## src/verilog/cpu_cfg.svh

```systemverilog
`ifndef CPU_CFG_SVH
`define CPU_CFG_SVH

// datapath and instruction width
`define WORD_W 32

// register file geometry
`define REG_CNT 32
`define REG_AW 5

`endif

```

## src/verilog/cpuPkg.sv

```systemverilog
`include "cpu_cfg.svh"

package cpuPkg;

  typedef enum logic [5:0] {
    RTYPE = 6'b000000,
    J     = 6'b000010,
    JAL   = 6'b000011,
    BEQ   = 6'b000100,  // start of the I-type range
    BNE   = 6'b000101,
    ADDI  = 6'b001000,
    ADDIU = 6'b001001,
    SLTI  = 6'b001010,
    SLTIU = 6'b001011,
    ANDI  = 6'b001100,
    ORI   = 6'b001101,
    XORI  = 6'b001110,
    LUI   = 6'b001111,
    LW    = 6'b100011,
    SW    = 6'b101011,
    LL    = 6'b110000,
    SC    = 6'b111000,  // end of the I-type range
    HALT  = 6'b111111
  } opcodeT;

  typedef enum logic [5:0] {
    SLL  = 6'b000000,
    SRL  = 6'b000010,
    JR   = 6'b001000,
    ADD  = 6'b100000,
    ADDU = 6'b100001,
    SUB  = 6'b100010,
    SUBU = 6'b100011,
    AND  = 6'b100100,
    OR   = 6'b100101,
    XOR  = 6'b100110,
    NOR  = 6'b100111,
    SLT  = 6'b101010,
    SLTU = 6'b101011
  } functT;

  typedef enum logic [3:0] {
    ALU_ADD,
    ALU_SUB,
    ALU_AND,
    ALU_OR,
    ALU_XOR,
    ALU_NOR,
    ALU_SLT,
    ALU_SLTU,
    ALU_SLL,
    ALU_SRL
  } aluOpT;

  typedef enum logic [1:0] {RD, RT, R31} regDstT;
  typedef enum logic [1:0] {ALUO, DLOAD, PORTB, NPC} wbSelT;
  typedef enum logic [1:0] {ZEROEXT, SIGNEXT, LUIEXT, SHAMEXT} extOpT;

  // instruction class that steers shifts and control flow
  typedef enum logic [3:0] {
    OTHERR, OTHERI, OJR, OSL, OBEQ, OBNE, OLUI, OLW, OSW, OJ, OJAL
  } opFuncT;

  typedef struct packed {
    opcodeT              opcode;
    logic [`REG_AW-1:0] rs;
    logic [`REG_AW-1:0] rt;
    logic [`REG_AW-1:0] rd;
    logic [4:0]          shamt;
    functT               funct;
  } rInstrT;

  typedef struct packed {
    opcodeT              opcode;
    logic [`REG_AW-1:0] rs;
    logic [`REG_AW-1:0] rt;
    logic [15:0]         imm;
  } iInstrT;

  typedef struct packed {
    opcodeT      opcode;
    logic [25:0] index;
  } jInstrT;

  typedef struct packed {
    regDstT regDst;
    logic   aluSrc;
    wbSelT  wbSel;
    logic   regWen;
    logic   dWen;
    logic   dRen;
    aluOpT  aluOp;
    extOpT  extOp;
    opFuncT opFunc;
    logic   halt;
  } ctrlT;

  typedef struct packed {
    logic               dRen;
    logic               dWen;
    logic [`WORD_W-1:0] addr;
    logic [`WORD_W-1:0] storeData;
  } memReqT;

  typedef struct packed {
    logic               taken;
    logic [`WORD_W-1:0] target;
  } redirectT;

  typedef struct packed {
    logic               wen;
    logic [`REG_AW-1:0] addr;
    logic [`WORD_W-1:0] data;
  } regWriteT;

endpackage

```

## src/verilog/controlUnit.sv

```systemverilog
`timescale 1ns/10ps
`include "cpu_cfg.svh"

module controlUnit (
  input  logic [`WORD_W-1:0] instr,
  output cpuPkg::ctrlT       ctrl
);

  cpuPkg::rInstrT rInstr;
  cpuPkg::iInstrT iInstr;
  cpuPkg::jInstrT jInstr;

  logic isR, isI, isJ, isHalt;

  assign rInstr = cpuPkg::rInstrT'(instr);
  assign iInstr = cpuPkg::iInstrT'(instr);
  assign jInstr = cpuPkg::jInstrT'(instr);

  // instruction class
  always_comb begin
    isR = (rInstr.opcode == cpuPkg::RTYPE);
    isJ = (jInstr.opcode == cpuPkg::J) || (jInstr.opcode == cpuPkg::JAL);
    isHalt = (iInstr.opcode == cpuPkg::HALT);
    case (iInstr.opcode)
      cpuPkg::BEQ, cpuPkg::BNE, cpuPkg::ADDI, cpuPkg::ADDIU, cpuPkg::SLTI,
      cpuPkg::SLTIU, cpuPkg::ANDI, cpuPkg::ORI, cpuPkg::XORI, cpuPkg::LUI,
      cpuPkg::LW, cpuPkg::SW, cpuPkg::LL, cpuPkg::SC: isI = 1'b1;
      default: isI = 1'b0;  // holes in the range are not I-type
    endcase
  end

  always_comb begin
    // default path does nothing
    ctrl.regDst = cpuPkg::R31;
    ctrl.aluSrc = 1'b0;
    ctrl.wbSel  = cpuPkg::NPC;
    ctrl.regWen = 1'b0;
    ctrl.dWen   = 1'b0;
    ctrl.dRen   = 1'b0;
    ctrl.aluOp  = cpuPkg::ALU_AND;
    ctrl.extOp  = cpuPkg::ZEROEXT;
    ctrl.opFunc = cpuPkg::OTHERI;
    ctrl.halt   = 1'b0;

    if (isR) begin
      ctrl.regDst = cpuPkg::RD;
      ctrl.wbSel  = cpuPkg::ALUO;
      ctrl.regWen = 1'b1;
      ctrl.extOp  = cpuPkg::SHAMEXT;
      ctrl.opFunc = cpuPkg::OTHERR;

      if (rInstr.funct == cpuPkg::JR) begin
        ctrl.opFunc = cpuPkg::OJR;
        ctrl.regWen = 1'b0;
      end

      // shamt comes in through port B
      if (rInstr.funct == cpuPkg::SLL || rInstr.funct == cpuPkg::SRL) begin
        ctrl.opFunc = cpuPkg::OSL;
        ctrl.aluSrc = 1'b1;
      end

      case (rInstr.funct)
        cpuPkg::ADD, cpuPkg::ADDU: ctrl.aluOp = cpuPkg::ALU_ADD;
        cpuPkg::SUB, cpuPkg::SUBU: ctrl.aluOp = cpuPkg::ALU_SUB;
        cpuPkg::AND:  ctrl.aluOp = cpuPkg::ALU_AND;
        cpuPkg::OR:   ctrl.aluOp = cpuPkg::ALU_OR;
        cpuPkg::XOR:  ctrl.aluOp = cpuPkg::ALU_XOR;
        cpuPkg::NOR:  ctrl.aluOp = cpuPkg::ALU_NOR;
        cpuPkg::SLT:  ctrl.aluOp = cpuPkg::ALU_SLT;
        cpuPkg::SLTU: ctrl.aluOp = cpuPkg::ALU_SLTU;
        cpuPkg::SLL:  ctrl.aluOp = cpuPkg::ALU_SLL;
        cpuPkg::SRL:  ctrl.aluOp = cpuPkg::ALU_SRL;
        cpuPkg::JR:   ctrl.aluOp = cpuPkg::ALU_ADD;
        default: begin
          ctrl.aluOp  = cpuPkg::ALU_AND;
          ctrl.regWen = 1'b0;  // unknown funct writes nothing
        end
      endcase
    end else if (isI) begin
      ctrl.regDst = cpuPkg::RT;
      ctrl.aluSrc = 1'b1;
      ctrl.wbSel  = cpuPkg::ALUO;
      ctrl.regWen = 1'b1;
      ctrl.extOp  = cpuPkg::SIGNEXT;
      ctrl.opFunc = cpuPkg::OTHERI;

      // branches compare rs against rt
      if (iInstr.opcode == cpuPkg::BEQ || iInstr.opcode == cpuPkg::BNE) begin
        ctrl.regWen = 1'b0;
        ctrl.aluSrc = 1'b0;
        ctrl.opFunc = (iInstr.opcode == cpuPkg::BEQ) ? cpuPkg::OBEQ : cpuPkg::OBNE;
      end

      if (iInstr.opcode == cpuPkg::LUI) begin
        ctrl.opFunc = cpuPkg::OLUI;
        ctrl.wbSel  = cpuPkg::PORTB;
        ctrl.extOp  = cpuPkg::LUIEXT;
      end

      if (iInstr.opcode == cpuPkg::LW) begin
        ctrl.opFunc = cpuPkg::OLW;
        ctrl.wbSel  = cpuPkg::DLOAD;
        ctrl.dRen   = 1'b1;
      end

      if (iInstr.opcode == cpuPkg::SW) begin
        ctrl.opFunc = cpuPkg::OSW;
        ctrl.regWen = 1'b0;
        ctrl.dWen   = 1'b1;
      end

      if (iInstr.opcode == cpuPkg::ANDI || iInstr.opcode == cpuPkg::ORI ||
          iInstr.opcode == cpuPkg::XORI) begin
        ctrl.extOp = cpuPkg::ZEROEXT;  // logic immediates
      end

      case (iInstr.opcode)
        cpuPkg::ADDI, cpuPkg::ADDIU: ctrl.aluOp = cpuPkg::ALU_ADD;
        cpuPkg::LW, cpuPkg::SW:      ctrl.aluOp = cpuPkg::ALU_ADD;
        cpuPkg::BEQ, cpuPkg::BNE:    ctrl.aluOp = cpuPkg::ALU_SUB;
        cpuPkg::ANDI:  ctrl.aluOp = cpuPkg::ALU_AND;
        cpuPkg::ORI:   ctrl.aluOp = cpuPkg::ALU_OR;
        cpuPkg::XORI:  ctrl.aluOp = cpuPkg::ALU_XOR;
        cpuPkg::SLTI:  ctrl.aluOp = cpuPkg::ALU_SLT;
        cpuPkg::SLTIU: ctrl.aluOp = cpuPkg::ALU_SLTU;
        default:       ctrl.aluOp = cpuPkg::ALU_AND;
      endcase
    end else if (isJ) begin
      if (jInstr.opcode == cpuPkg::JAL) begin
        ctrl.opFunc = cpuPkg::OJAL;
        ctrl.regWen = 1'b1;  // link into r31
      end else begin
        ctrl.opFunc = cpuPkg::OJ;
      end
    end else if (isHalt) begin
      ctrl.halt = 1'b1;
    end
  end

endmodule

```

## src/verilog/aluUnit.sv

```systemverilog
`timescale 1ns/10ps
`include "cpu_cfg.svh"

module aluUnit (
  input  cpuPkg::aluOpT      aluOp,
  input  logic [`WORD_W-1:0] a,
  input  logic [`WORD_W-1:0] b,
  output logic [`WORD_W-1:0] result,
  output logic               zero
);

  always_comb begin
    case (aluOp)
      cpuPkg::ALU_ADD: result = a + b;
      cpuPkg::ALU_SUB: result = a - b;
      cpuPkg::ALU_AND: result = a & b;
      cpuPkg::ALU_OR:  result = a | b;
      cpuPkg::ALU_XOR: result = a ^ b;
      cpuPkg::ALU_NOR: result = ~(a | b);
      cpuPkg::ALU_SLT: begin
        result = '0;
        result[0] = ($signed(a) < $signed(b));
      end
      cpuPkg::ALU_SLTU: begin
        result = '0;
        result[0] = (a < b);
      end
      cpuPkg::ALU_SLL: result = a << b[4:0];  // amount is low 5 bits
      cpuPkg::ALU_SRL: result = a >> b[4:0];
      default:         result = '0;
    endcase
  end

  // branches use this after SUB
  assign zero = (result == '0);

endmodule

```

## src/verilog/registerFile.sv

```systemverilog
`timescale 1ns/10ps
`include "cpu_cfg.svh"

module registerFile (
  input  logic               CLK,
  input  logic               rstN,
  input  logic [`REG_AW-1:0] raddrA,
  input  logic [`REG_AW-1:0] raddrB,
  output logic [`WORD_W-1:0] rdataA,
  output logic [`WORD_W-1:0] rdataB,
  input  cpuPkg::regWriteT   wr
);

  logic [`WORD_W-1:0] regs [`REG_CNT];

  always_ff @(posedge CLK) begin
    if (!rstN) begin
      for (int i = 0; i < `REG_CNT; i++) begin
        regs[i] <= '0;
      end
    end else if (wr.wen && wr.addr != '0) begin
      regs[wr.addr] <= wr.data;
    end
  end

  // r0 always reads zero
  assign rdataA = (raddrA == '0) ? '0 : regs[raddrA];
  assign rdataB = (raddrB == '0) ? '0 : regs[raddrB];

endmodule

```

## src/verilog/extendSelect.sv

```systemverilog
`timescale 1ns/10ps
`include "cpu_cfg.svh"

module extendSelect (
  input  cpuPkg::ctrlT       ctrl,
  input  logic [`WORD_W-1:0] instr,
  input  logic [`WORD_W-1:0] rdataB,
  output logic [`WORD_W-1:0] portB,
  output logic [`WORD_W-1:0] extImm
);

  cpuPkg::iInstrT iInstr;
  cpuPkg::rInstrT rInstr;

  assign iInstr = cpuPkg::iInstrT'(instr);
  assign rInstr = cpuPkg::rInstrT'(instr);

  always_comb begin
    case (ctrl.extOp)
      cpuPkg::ZEROEXT: extImm = {{(`WORD_W-16){1'b0}}, iInstr.imm};
      cpuPkg::SIGNEXT: extImm = {{(`WORD_W-16){iInstr.imm[15]}}, iInstr.imm};
      cpuPkg::LUIEXT:  extImm = {iInstr.imm, {(`WORD_W-16){1'b0}}};
      cpuPkg::SHAMEXT: extImm = {{(`WORD_W-5){1'b0}}, rInstr.shamt};
      default:         extImm = '0;
    endcase
  end

  assign portB = ctrl.aluSrc ? extImm : rdataB;

endmodule

```

## src/verilog/nextPcLogic.sv

```systemverilog
`timescale 1ns/10ps
`include "cpu_cfg.svh"

module nextPcLogic (
  input  cpuPkg::ctrlT       ctrl,
  input  logic               zero,
  input  logic [`WORD_W-1:0] npc,
  input  logic [`WORD_W-1:0] instr,
  input  logic [`WORD_W-1:0] rdataA,
  output cpuPkg::redirectT   redirect
);

  cpuPkg::iInstrT iInstr;
  cpuPkg::jInstrT jInstr;
  logic [`WORD_W-1:0] branchTarget;
  logic [`WORD_W-1:0] jumpTarget;

  assign iInstr = cpuPkg::iInstrT'(instr);
  assign jInstr = cpuPkg::jInstrT'(instr);

  // word offset relative to npc
  assign branchTarget = npc + {{(`WORD_W-18){iInstr.imm[15]}}, iInstr.imm, 2'b00};
  assign jumpTarget = {npc[`WORD_W-1 -: 4], jInstr.index, 2'b00};  // pseudo-direct

  always_comb begin
    redirect.taken  = 1'b0;
    redirect.target = npc;
    case (ctrl.opFunc)
      cpuPkg::OBEQ: begin
        redirect.taken = zero;
        if (zero) redirect.target = branchTarget;
      end
      cpuPkg::OBNE: begin
        redirect.taken = !zero;
        if (!zero) redirect.target = branchTarget;
      end
      cpuPkg::OJ, cpuPkg::OJAL: begin
        redirect.taken  = 1'b1;
        redirect.target = jumpTarget;
      end
      cpuPkg::OJR: begin
        redirect.taken  = 1'b1;
        redirect.target = rdataA;
      end
      default: ;
    endcase
  end

endmodule

```

## src/verilog/mipsExecCore.sv

```systemverilog
`timescale 1ns/10ps
`include "cpu_cfg.svh"

module mipsExecCore (
  input  logic               CLK,
  input  logic               rstN,
  input  logic [`WORD_W-1:0] instr,
  input  logic [`WORD_W-1:0] npc,
  input  logic [`WORD_W-1:0] dload,
  output cpuPkg::memReqT     memReq,
  output cpuPkg::redirectT   redirect,
  output cpuPkg::regWriteT   regWrite,
  output logic               halt
);

  cpuPkg::ctrlT   ctrl;
  cpuPkg::rInstrT rInstr;

  logic [`WORD_W-1:0] rdataA, rdataB;
  logic [`WORD_W-1:0] portB, extImm;
  logic [`WORD_W-1:0] aluA, aluResult;
  logic               aluZero;
  logic [`REG_AW-1:0] dstAddr;
  logic [`WORD_W-1:0] wbData;

  assign rInstr = cpuPkg::rInstrT'(instr);

  controlUnit uCtrl (
    .instr (instr),
    .ctrl  (ctrl)
  );

  registerFile uRegs (
    .CLK    (CLK),
    .rstN   (rstN),
    .raddrA (rInstr.rs),
    .raddrB (rInstr.rt),
    .rdataA (rdataA),
    .rdataB (rdataB),
    .wr     (regWrite)
  );

  extendSelect uExt (
    .ctrl   (ctrl),
    .instr  (instr),
    .rdataB (rdataB),
    .portB  (portB),
    .extImm (extImm)
  );

  // shifts operate on rt with the amount on port B
  assign aluA = (ctrl.opFunc == cpuPkg::OSL) ? rdataB : rdataA;

  aluUnit uAlu (
    .aluOp  (ctrl.aluOp),
    .a      (aluA),
    .b      (portB),
    .result (aluResult),
    .zero   (aluZero)
  );

  nextPcLogic uNextPc (
    .ctrl     (ctrl),
    .zero     (aluZero),
    .npc      (npc),
    .instr    (instr),
    .rdataA   (rdataA),
    .redirect (redirect)
  );

  always_comb begin
    case (ctrl.regDst)
      cpuPkg::RD:  dstAddr = rInstr.rd;
      cpuPkg::RT:  dstAddr = rInstr.rt;
      default:     dstAddr = `REG_AW'd31;  // link register
    endcase
    case (ctrl.wbSel)
      cpuPkg::ALUO:  wbData = aluResult;
      cpuPkg::DLOAD: wbData = dload;
      cpuPkg::PORTB: wbData = extImm;
      default:       wbData = npc;
    endcase
  end

  assign memReq.dRen      = ctrl.dRen;
  assign memReq.dWen      = ctrl.dWen;
  assign memReq.addr      = aluResult;
  assign memReq.storeData = rdataB;

  assign regWrite.wen  = ctrl.regWen;
  assign regWrite.addr = dstAddr;
  assign regWrite.data = wbData;

  assign halt = ctrl.halt;

endmodule

```

## config.mk

```make
export PLATFORM = sky130hd
export DESIGN_NAME = mipsExecCore
export DESIGN_NICKNAME = d
export VERILOG_FILES = /design/src/verilog/cpuPkg.sv /design/src/verilog/controlUnit.sv /design/src/verilog/aluUnit.sv /design/src/verilog/registerFile.sv /design/src/verilog/extendSelect.sv /design/src/verilog/nextPcLogic.sv /design/src/verilog/mipsExecCore.sv
export VERILOG_INCLUDE_DIRS = /design/src /design/src/verilog
export SDC_FILE = /design/constraint.sdc
export NUM_CORES = 2
export LEC_CHECK = 0
export BUFFER_PORTS_ARGS = -buffer_cell sky130_fd_sc_hd__buf_2
export CORE_MARGIN = 5
export CORE_UTILIZATION = 59
export CTS_BUF_LIST = sky130_fd_sc_hd__clkbuf_4 sky130_fd_sc_hd__clkbuf_8
export DETAILED_ROUTE_END_ITERATION = 16
export MAX_ROUTING_LAYER = met4
export PLACE_DENSITY = 0.87
export SLEW_MARGIN = 10
export SYNTH_ARGS = -nofsm -noshare
export SYNTH_HDL_FRONTEND = slang
export SYNTH_SLANG_ARGS = --single-unit
```

## constraint.sdc

```tcl
create_clock -name CLK -period 12.5 [get_ports CLK]
set_input_delay 2.5 -clock CLK [delete_from_list [all_inputs] [get_ports CLK]]
set_output_delay 2.5 -clock CLK [all_outputs]
set_load 0.01 [all_outputs]
```

==> metrics.yaml, run 1 <==
ctsLongestPathBuffers: 3
ctsHoldBuffers: 0
synthArstFlopShare_pct: 0
clockRootBuffer: "clkbuf_8"
rows: 122
grt_overflow_total: 66
io_pins: 236
gp_congestion: 1.128
synth_seq_cells: 1024
synth_edf_count: 1024
htree_levels: 4
cts_made_buffers: 149
postGrtWorstEndpoint: "redirect[25]"
worstEndpointType: "output port"
lastStage: "global routing"
numPortBuffers: 235
seq_area_frac_synth_pct: 46.81
dp_hpwl_um: 240800
ys_warn_count: 0
synth_top_cell_by_area: "edfxtp_1"
ys_top_cells_by_area: "edfxtp_1 47%, mux4_2 14%, nor2_1 7.0%"
synth_flop_cell: "edfxtp_1"
postSynthAreaPerCell_um2: 11.32
initial_core_util_pct: 59.36
chipHeight_um: 343.7
synth_top_area_share_pct: 46.81
synth.distinct_cells: 117
error_line: "[ERROR GRT-0232] Routing congestion too high. Check the congestion heatmap in the GUI."
grt_util_all_layers_pct: 75.58
netlist_top_cells_count: "1218 x nor2_1, 1024 x edfxtp_1, 410 x mux4_2, 364 x nand2_1, 328 x clkbuf_1"
syn_inst: 5802
grt_max_degree: 73
status: "stopped before the end"
place_inst: 7789
synthMostInstantiatedCell: "nor2_1"
synth_area_um2: 65690
cts_sinks: 1024
die_x_um: 343.7
antenna_found_initial: 60
## through the flow
stage | util [%] | hold slack [ps] | setup TNS [ps] | setup WS [ps] | cell area, µm²
after floorplan | - | 1670 | 0 | 33.93 | 65820
after global placement | 66.01 | 2579 | -32500 | -1279 | 73050
after detailed placement | 66.06 | 2604 | -14500 | -612.9 | 73100
after CTS | 69.07 | 2418 | -130.7 | -35.56 | 76440
## per-layer routing
layer | GRT overflow | GRT usage (%)
met2 | 30 | 88.21
met5 | - | -
met3 | 6 | 61.23
met4 | 26 | 72.27
met1 | 4 | 75.41
## logic make-up after synthesis
group / after synthesis / share of synthesized area (%)
xor+xnor: 40 / 0.5333
simple gates: 1986 / 12.93
other cells: 1 / 0.005709
mux: 755 / 19.47
compound gates: 1167 / 13.00
flops: 1024 / 46.81
buf+inv: 700 / 4.766
fa+ha+maj: 129 / 2.491
## what timing repair did
item / 4_1_cts
pin swaps: 8
endpoints found under the setup margin: 32
cloned: 2
hold endpoints to repair: 0
gates resized for setup: 39
setup buffers: 6
==> run 2, diff against run 1 <==
--- a/config.mk
+++ b/config.mk
@@ -8,11 +8,9 @@
 export LEC_CHECK = 0
 export BUFFER_PORTS_ARGS = -buffer_cell sky130_fd_sc_hd__buf_2
 export CORE_MARGIN = 5
-export CORE_UTILIZATION = 59
-export CTS_BUF_LIST = sky130_fd_sc_hd__clkbuf_4 sky130_fd_sc_hd__clkbuf_8
+export CORE_UTILIZATION = 40
 export DETAILED_ROUTE_END_ITERATION = 16
-export MAX_ROUTING_LAYER = met4
-export PLACE_DENSITY = 0.87
+export PLACE_DENSITY_LB_ADDON = 0.15
 export SLEW_MARGIN = 10
 export SYNTH_ARGS = -nofsm -noshare
 export SYNTH_HDL_FRONTEND = slang
==> constraint.sdc (replaced) <==
create_clock -name CLK -period 16.2 [get_ports CLK]
set_input_delay 3.24 -clock CLK [delete_from_list [all_inputs] [get_ports CLK]]
set_output_delay 3.24 -clock CLK [all_outputs]
set_load 0.01 [all_outputs]
==> run 2 against run 1 <==
Net effect:
- the run now ends clean
- synthesized cell count did not move
- synthesized area stayed put
==> metrics.yaml, run 2 <==
status: "completed"
clk_pin_slew_ps: 60
netlist_top_cells_count: "1218 x nor2_1, 1024 x edfxtp_1, 410 x mux4_2, 364 x nand2_1, 328 x clkbuf_1"
fin_util_pct: 45.33
hp-class: "reg -> reg"
fillers: 15110
mostFrequentLayoutCells: "1215 x nor2_1, 1024 x edfxtp_1, 410 x mux4_2"
crit_arrival_ps: 12850
rsz0062_at_grt: "no"
synth_edf_count: 1024
post_cts_buffers: 0
floorplan.die_area_um2: 172400
ir_drop_mv: 0.08688
seq_area_frac_synth_pct: 46.81
wl_per_cell_um: 41.82
report.final.hold_viol_count: 0
cts_sinks: 1024
grt_pass1_wl_um: 465700
synth_top_cell_by_area: "edfxtp_1"
synthArstFlopShare_pct: 0
chipHeight_um: 415.3
gp_congestion: 1.053
slowest_delay_ps: 1060
largest_register_ffs: 1024
post_cts_resized: 0
route.vias.total: 57700
critPathLaunchType: "input pin"
final_area_um2: 73860
grt_pass1_vias: 54940
synth_area_um2: 65690
ys_warn_count: 0
dr.pass1.iters: 8
final_common_cell: "nor2_1"
reg.largest.list: "uRegs.regs x1024"
areaGrowthSynthToFinish_pct: 12.44
synth_flop_cell: "edfxtp_1"
setup_viol: 0
period_needed_ps: 16090
htree_levels: 3
top_register: "uRegs.regs"
pwr_density_cell_nw_per_um2: 108.9
cts_tree: "done"
worstSetupPathType: "in -> out"
fin_crit_sh_pct: 99.35
comb_power_share_pct: 30.2
grt_overflow_total: 0
power_switching_share_pct: 35.75
fmax_ghz: 0.06213
ys_top_cells_by_area: "edfxtp_1 47%, mux4_2 14%, nor2_1 7.0%"
drc: 0
drv_cap: 0
ant_nets: 0
antenna_found_initial: 23
cts_made_buffers: 113
initial_core_util_pct: 40.31
rows: 148
syn_inst: 5802
clockRootBuffer: "clkbuf_16"
slew_headroom_pct: 2.616
synth_top_area_share_pct: 46.81
min_path_cells: 11
place_area_um2: 70250
ctsLongestPathBuffers: 3
numPortBuffers: 235
vias_per_cell: 6.997
drive_above_1_share_pct: 22.89
p_leak_nw: 27.86
io_pins: 236
p_int_mw: 5.167
p_sw_mw: 2.875
grt_util_all_layers_pct: 38.71
ctsHoldBuffers: 0
p_clk_share_pct: 31.5
power_frac_seq_pct: 38.3
grt_max_degree: 79
r2r_cells: 30
critPathMostFrequentCell: "buf_4"
cp_data_required_time_ps: 12960
synth_seq_cells: 1024
worst_pin_slew_ps: 1457
synthMostInstantiatedCell: "nor2_1"
totalWireLength_um: 344900
critPathSlowestCell: "a221oi_1"
postSynthAreaPerCell_um2: 11.32
core_um2: 163000
dp_hpwl_um: 233900
drtIter0Drc: 9340
die_x_um: 415.3
synth.distinct_cells: 117
finalMaxSlewViolations: 0
worstPathMaxFanout: 76
clk_latency_ps: 780
fin_skew_ps: 63.16
nNetsFinal: 6184
cp-end-kind: "output port"
-- run 2: logic make-up (layout without fill, tap and decap cells) --
family	after synthesis	after routing	share of synthesized area, %
AO/OA/AOI/OAI	1167	1167	13.00
XOR/XNOR	40	40	0.5333
adder cells (fa/ha/maj)	129	129	2.491
buffers and inverters	700	922	4.766
flip-flops	1024	1024	46.81
multiplexers	755	755	19.47
other	1	49	0.005709
AND/OR/NAND/NOR	1986	1986	12.93
-- run 2: final cells by class --
type,instances,area (µm²),area share (%)
multi-input combinational,4109,32490,43.98
timing repair buffer,549,3695,5.002
antenna,17,42.54,0.05759
clock inverter,76,628.1,0.8503
sequential,1024,30750,41.63
clock buffer,137,2939,3.979
inverter,160,603.1,0.8165
tap,2175,2721,3.684
-- run 2: power groups by stage --
stage / registers, mW / clock network, mW / logic, mW
3_3_place_gp: 3.13 / 0 / 2.34
2_1_floorplan: 3.11 / 0 / 1.30
5_1_grt: 3.09 / 2.66 / 2.47
3_5_place_dp: 3.13 / 0 / 2.33
6_report: 3.08 / 2.53 / 2.43
4_1_cts: 3.08 / 2.55 / 2.33
-- run 2: critical path, delay by kind of cell --
kind / cells / cell delay [ps]
mux: 1 / 520
fa+ha+maj: 1 / 570
compound gates: 11 / 3150
buf+inv: 7 / 2150
simple gates: 9 / 3080
-- run 2: worst paths after layout --
check | from | to | slack, ps
max | instr[17] | redirect[25] | 110
min | uRegs.regs[13][21]$_SDFFCE_PN0P_ | uRegs.regs[12][21]$_SDFFCE_PN0P_ | 2680
max reg2reg | uRegs.regs[10][0]$_SDFFCE_PN0P_ | uRegs.regs[29][30]$_SDFFCE_PN0P_ | 6970
min reg2reg | uRegs.regs[13][21]$_SDFFCE_PN0P_ | uRegs.regs[12][21]$_SDFFCE_PN0P_ | 2680
-- run 2: metal layers --
layer	share of wire [%]	vias up	routed length [µm]	track usage (%)
met4	7.7	12	26650	23.80
li1	-	22490	-	-
met1	37	29250	126500	50.14
met3	13	1088	44220	11.37
met5	0.030	-	103	0
met2	43	4874	147400	57.23
-- run 2: per-stage QoR --
| step | setup TNS [ps] | hold WS, ps | total power, mW | instances | setup WS, ps |
|---|---|---|---|---|---|
| final | 0 | 2675 | 8.043 | 8247 | 105.9 |
| after global routing | 0 | 2710 | 8.225 | 8230 | 35.19 |
| after CTS | 0 | 2591 | 7.957 | 8230 | 618.8 |
| after detailed placement | 0 | 2572 | 5.457 | 8017 | 658.4 |
| after global placement | -94.09 | 2600 | 5.466 | 8017 | -68.52 |
| after floorplan | 0 | 1670 | 4.403 | 5833 | 2125 |
Power figures use the tool's default switching activity.
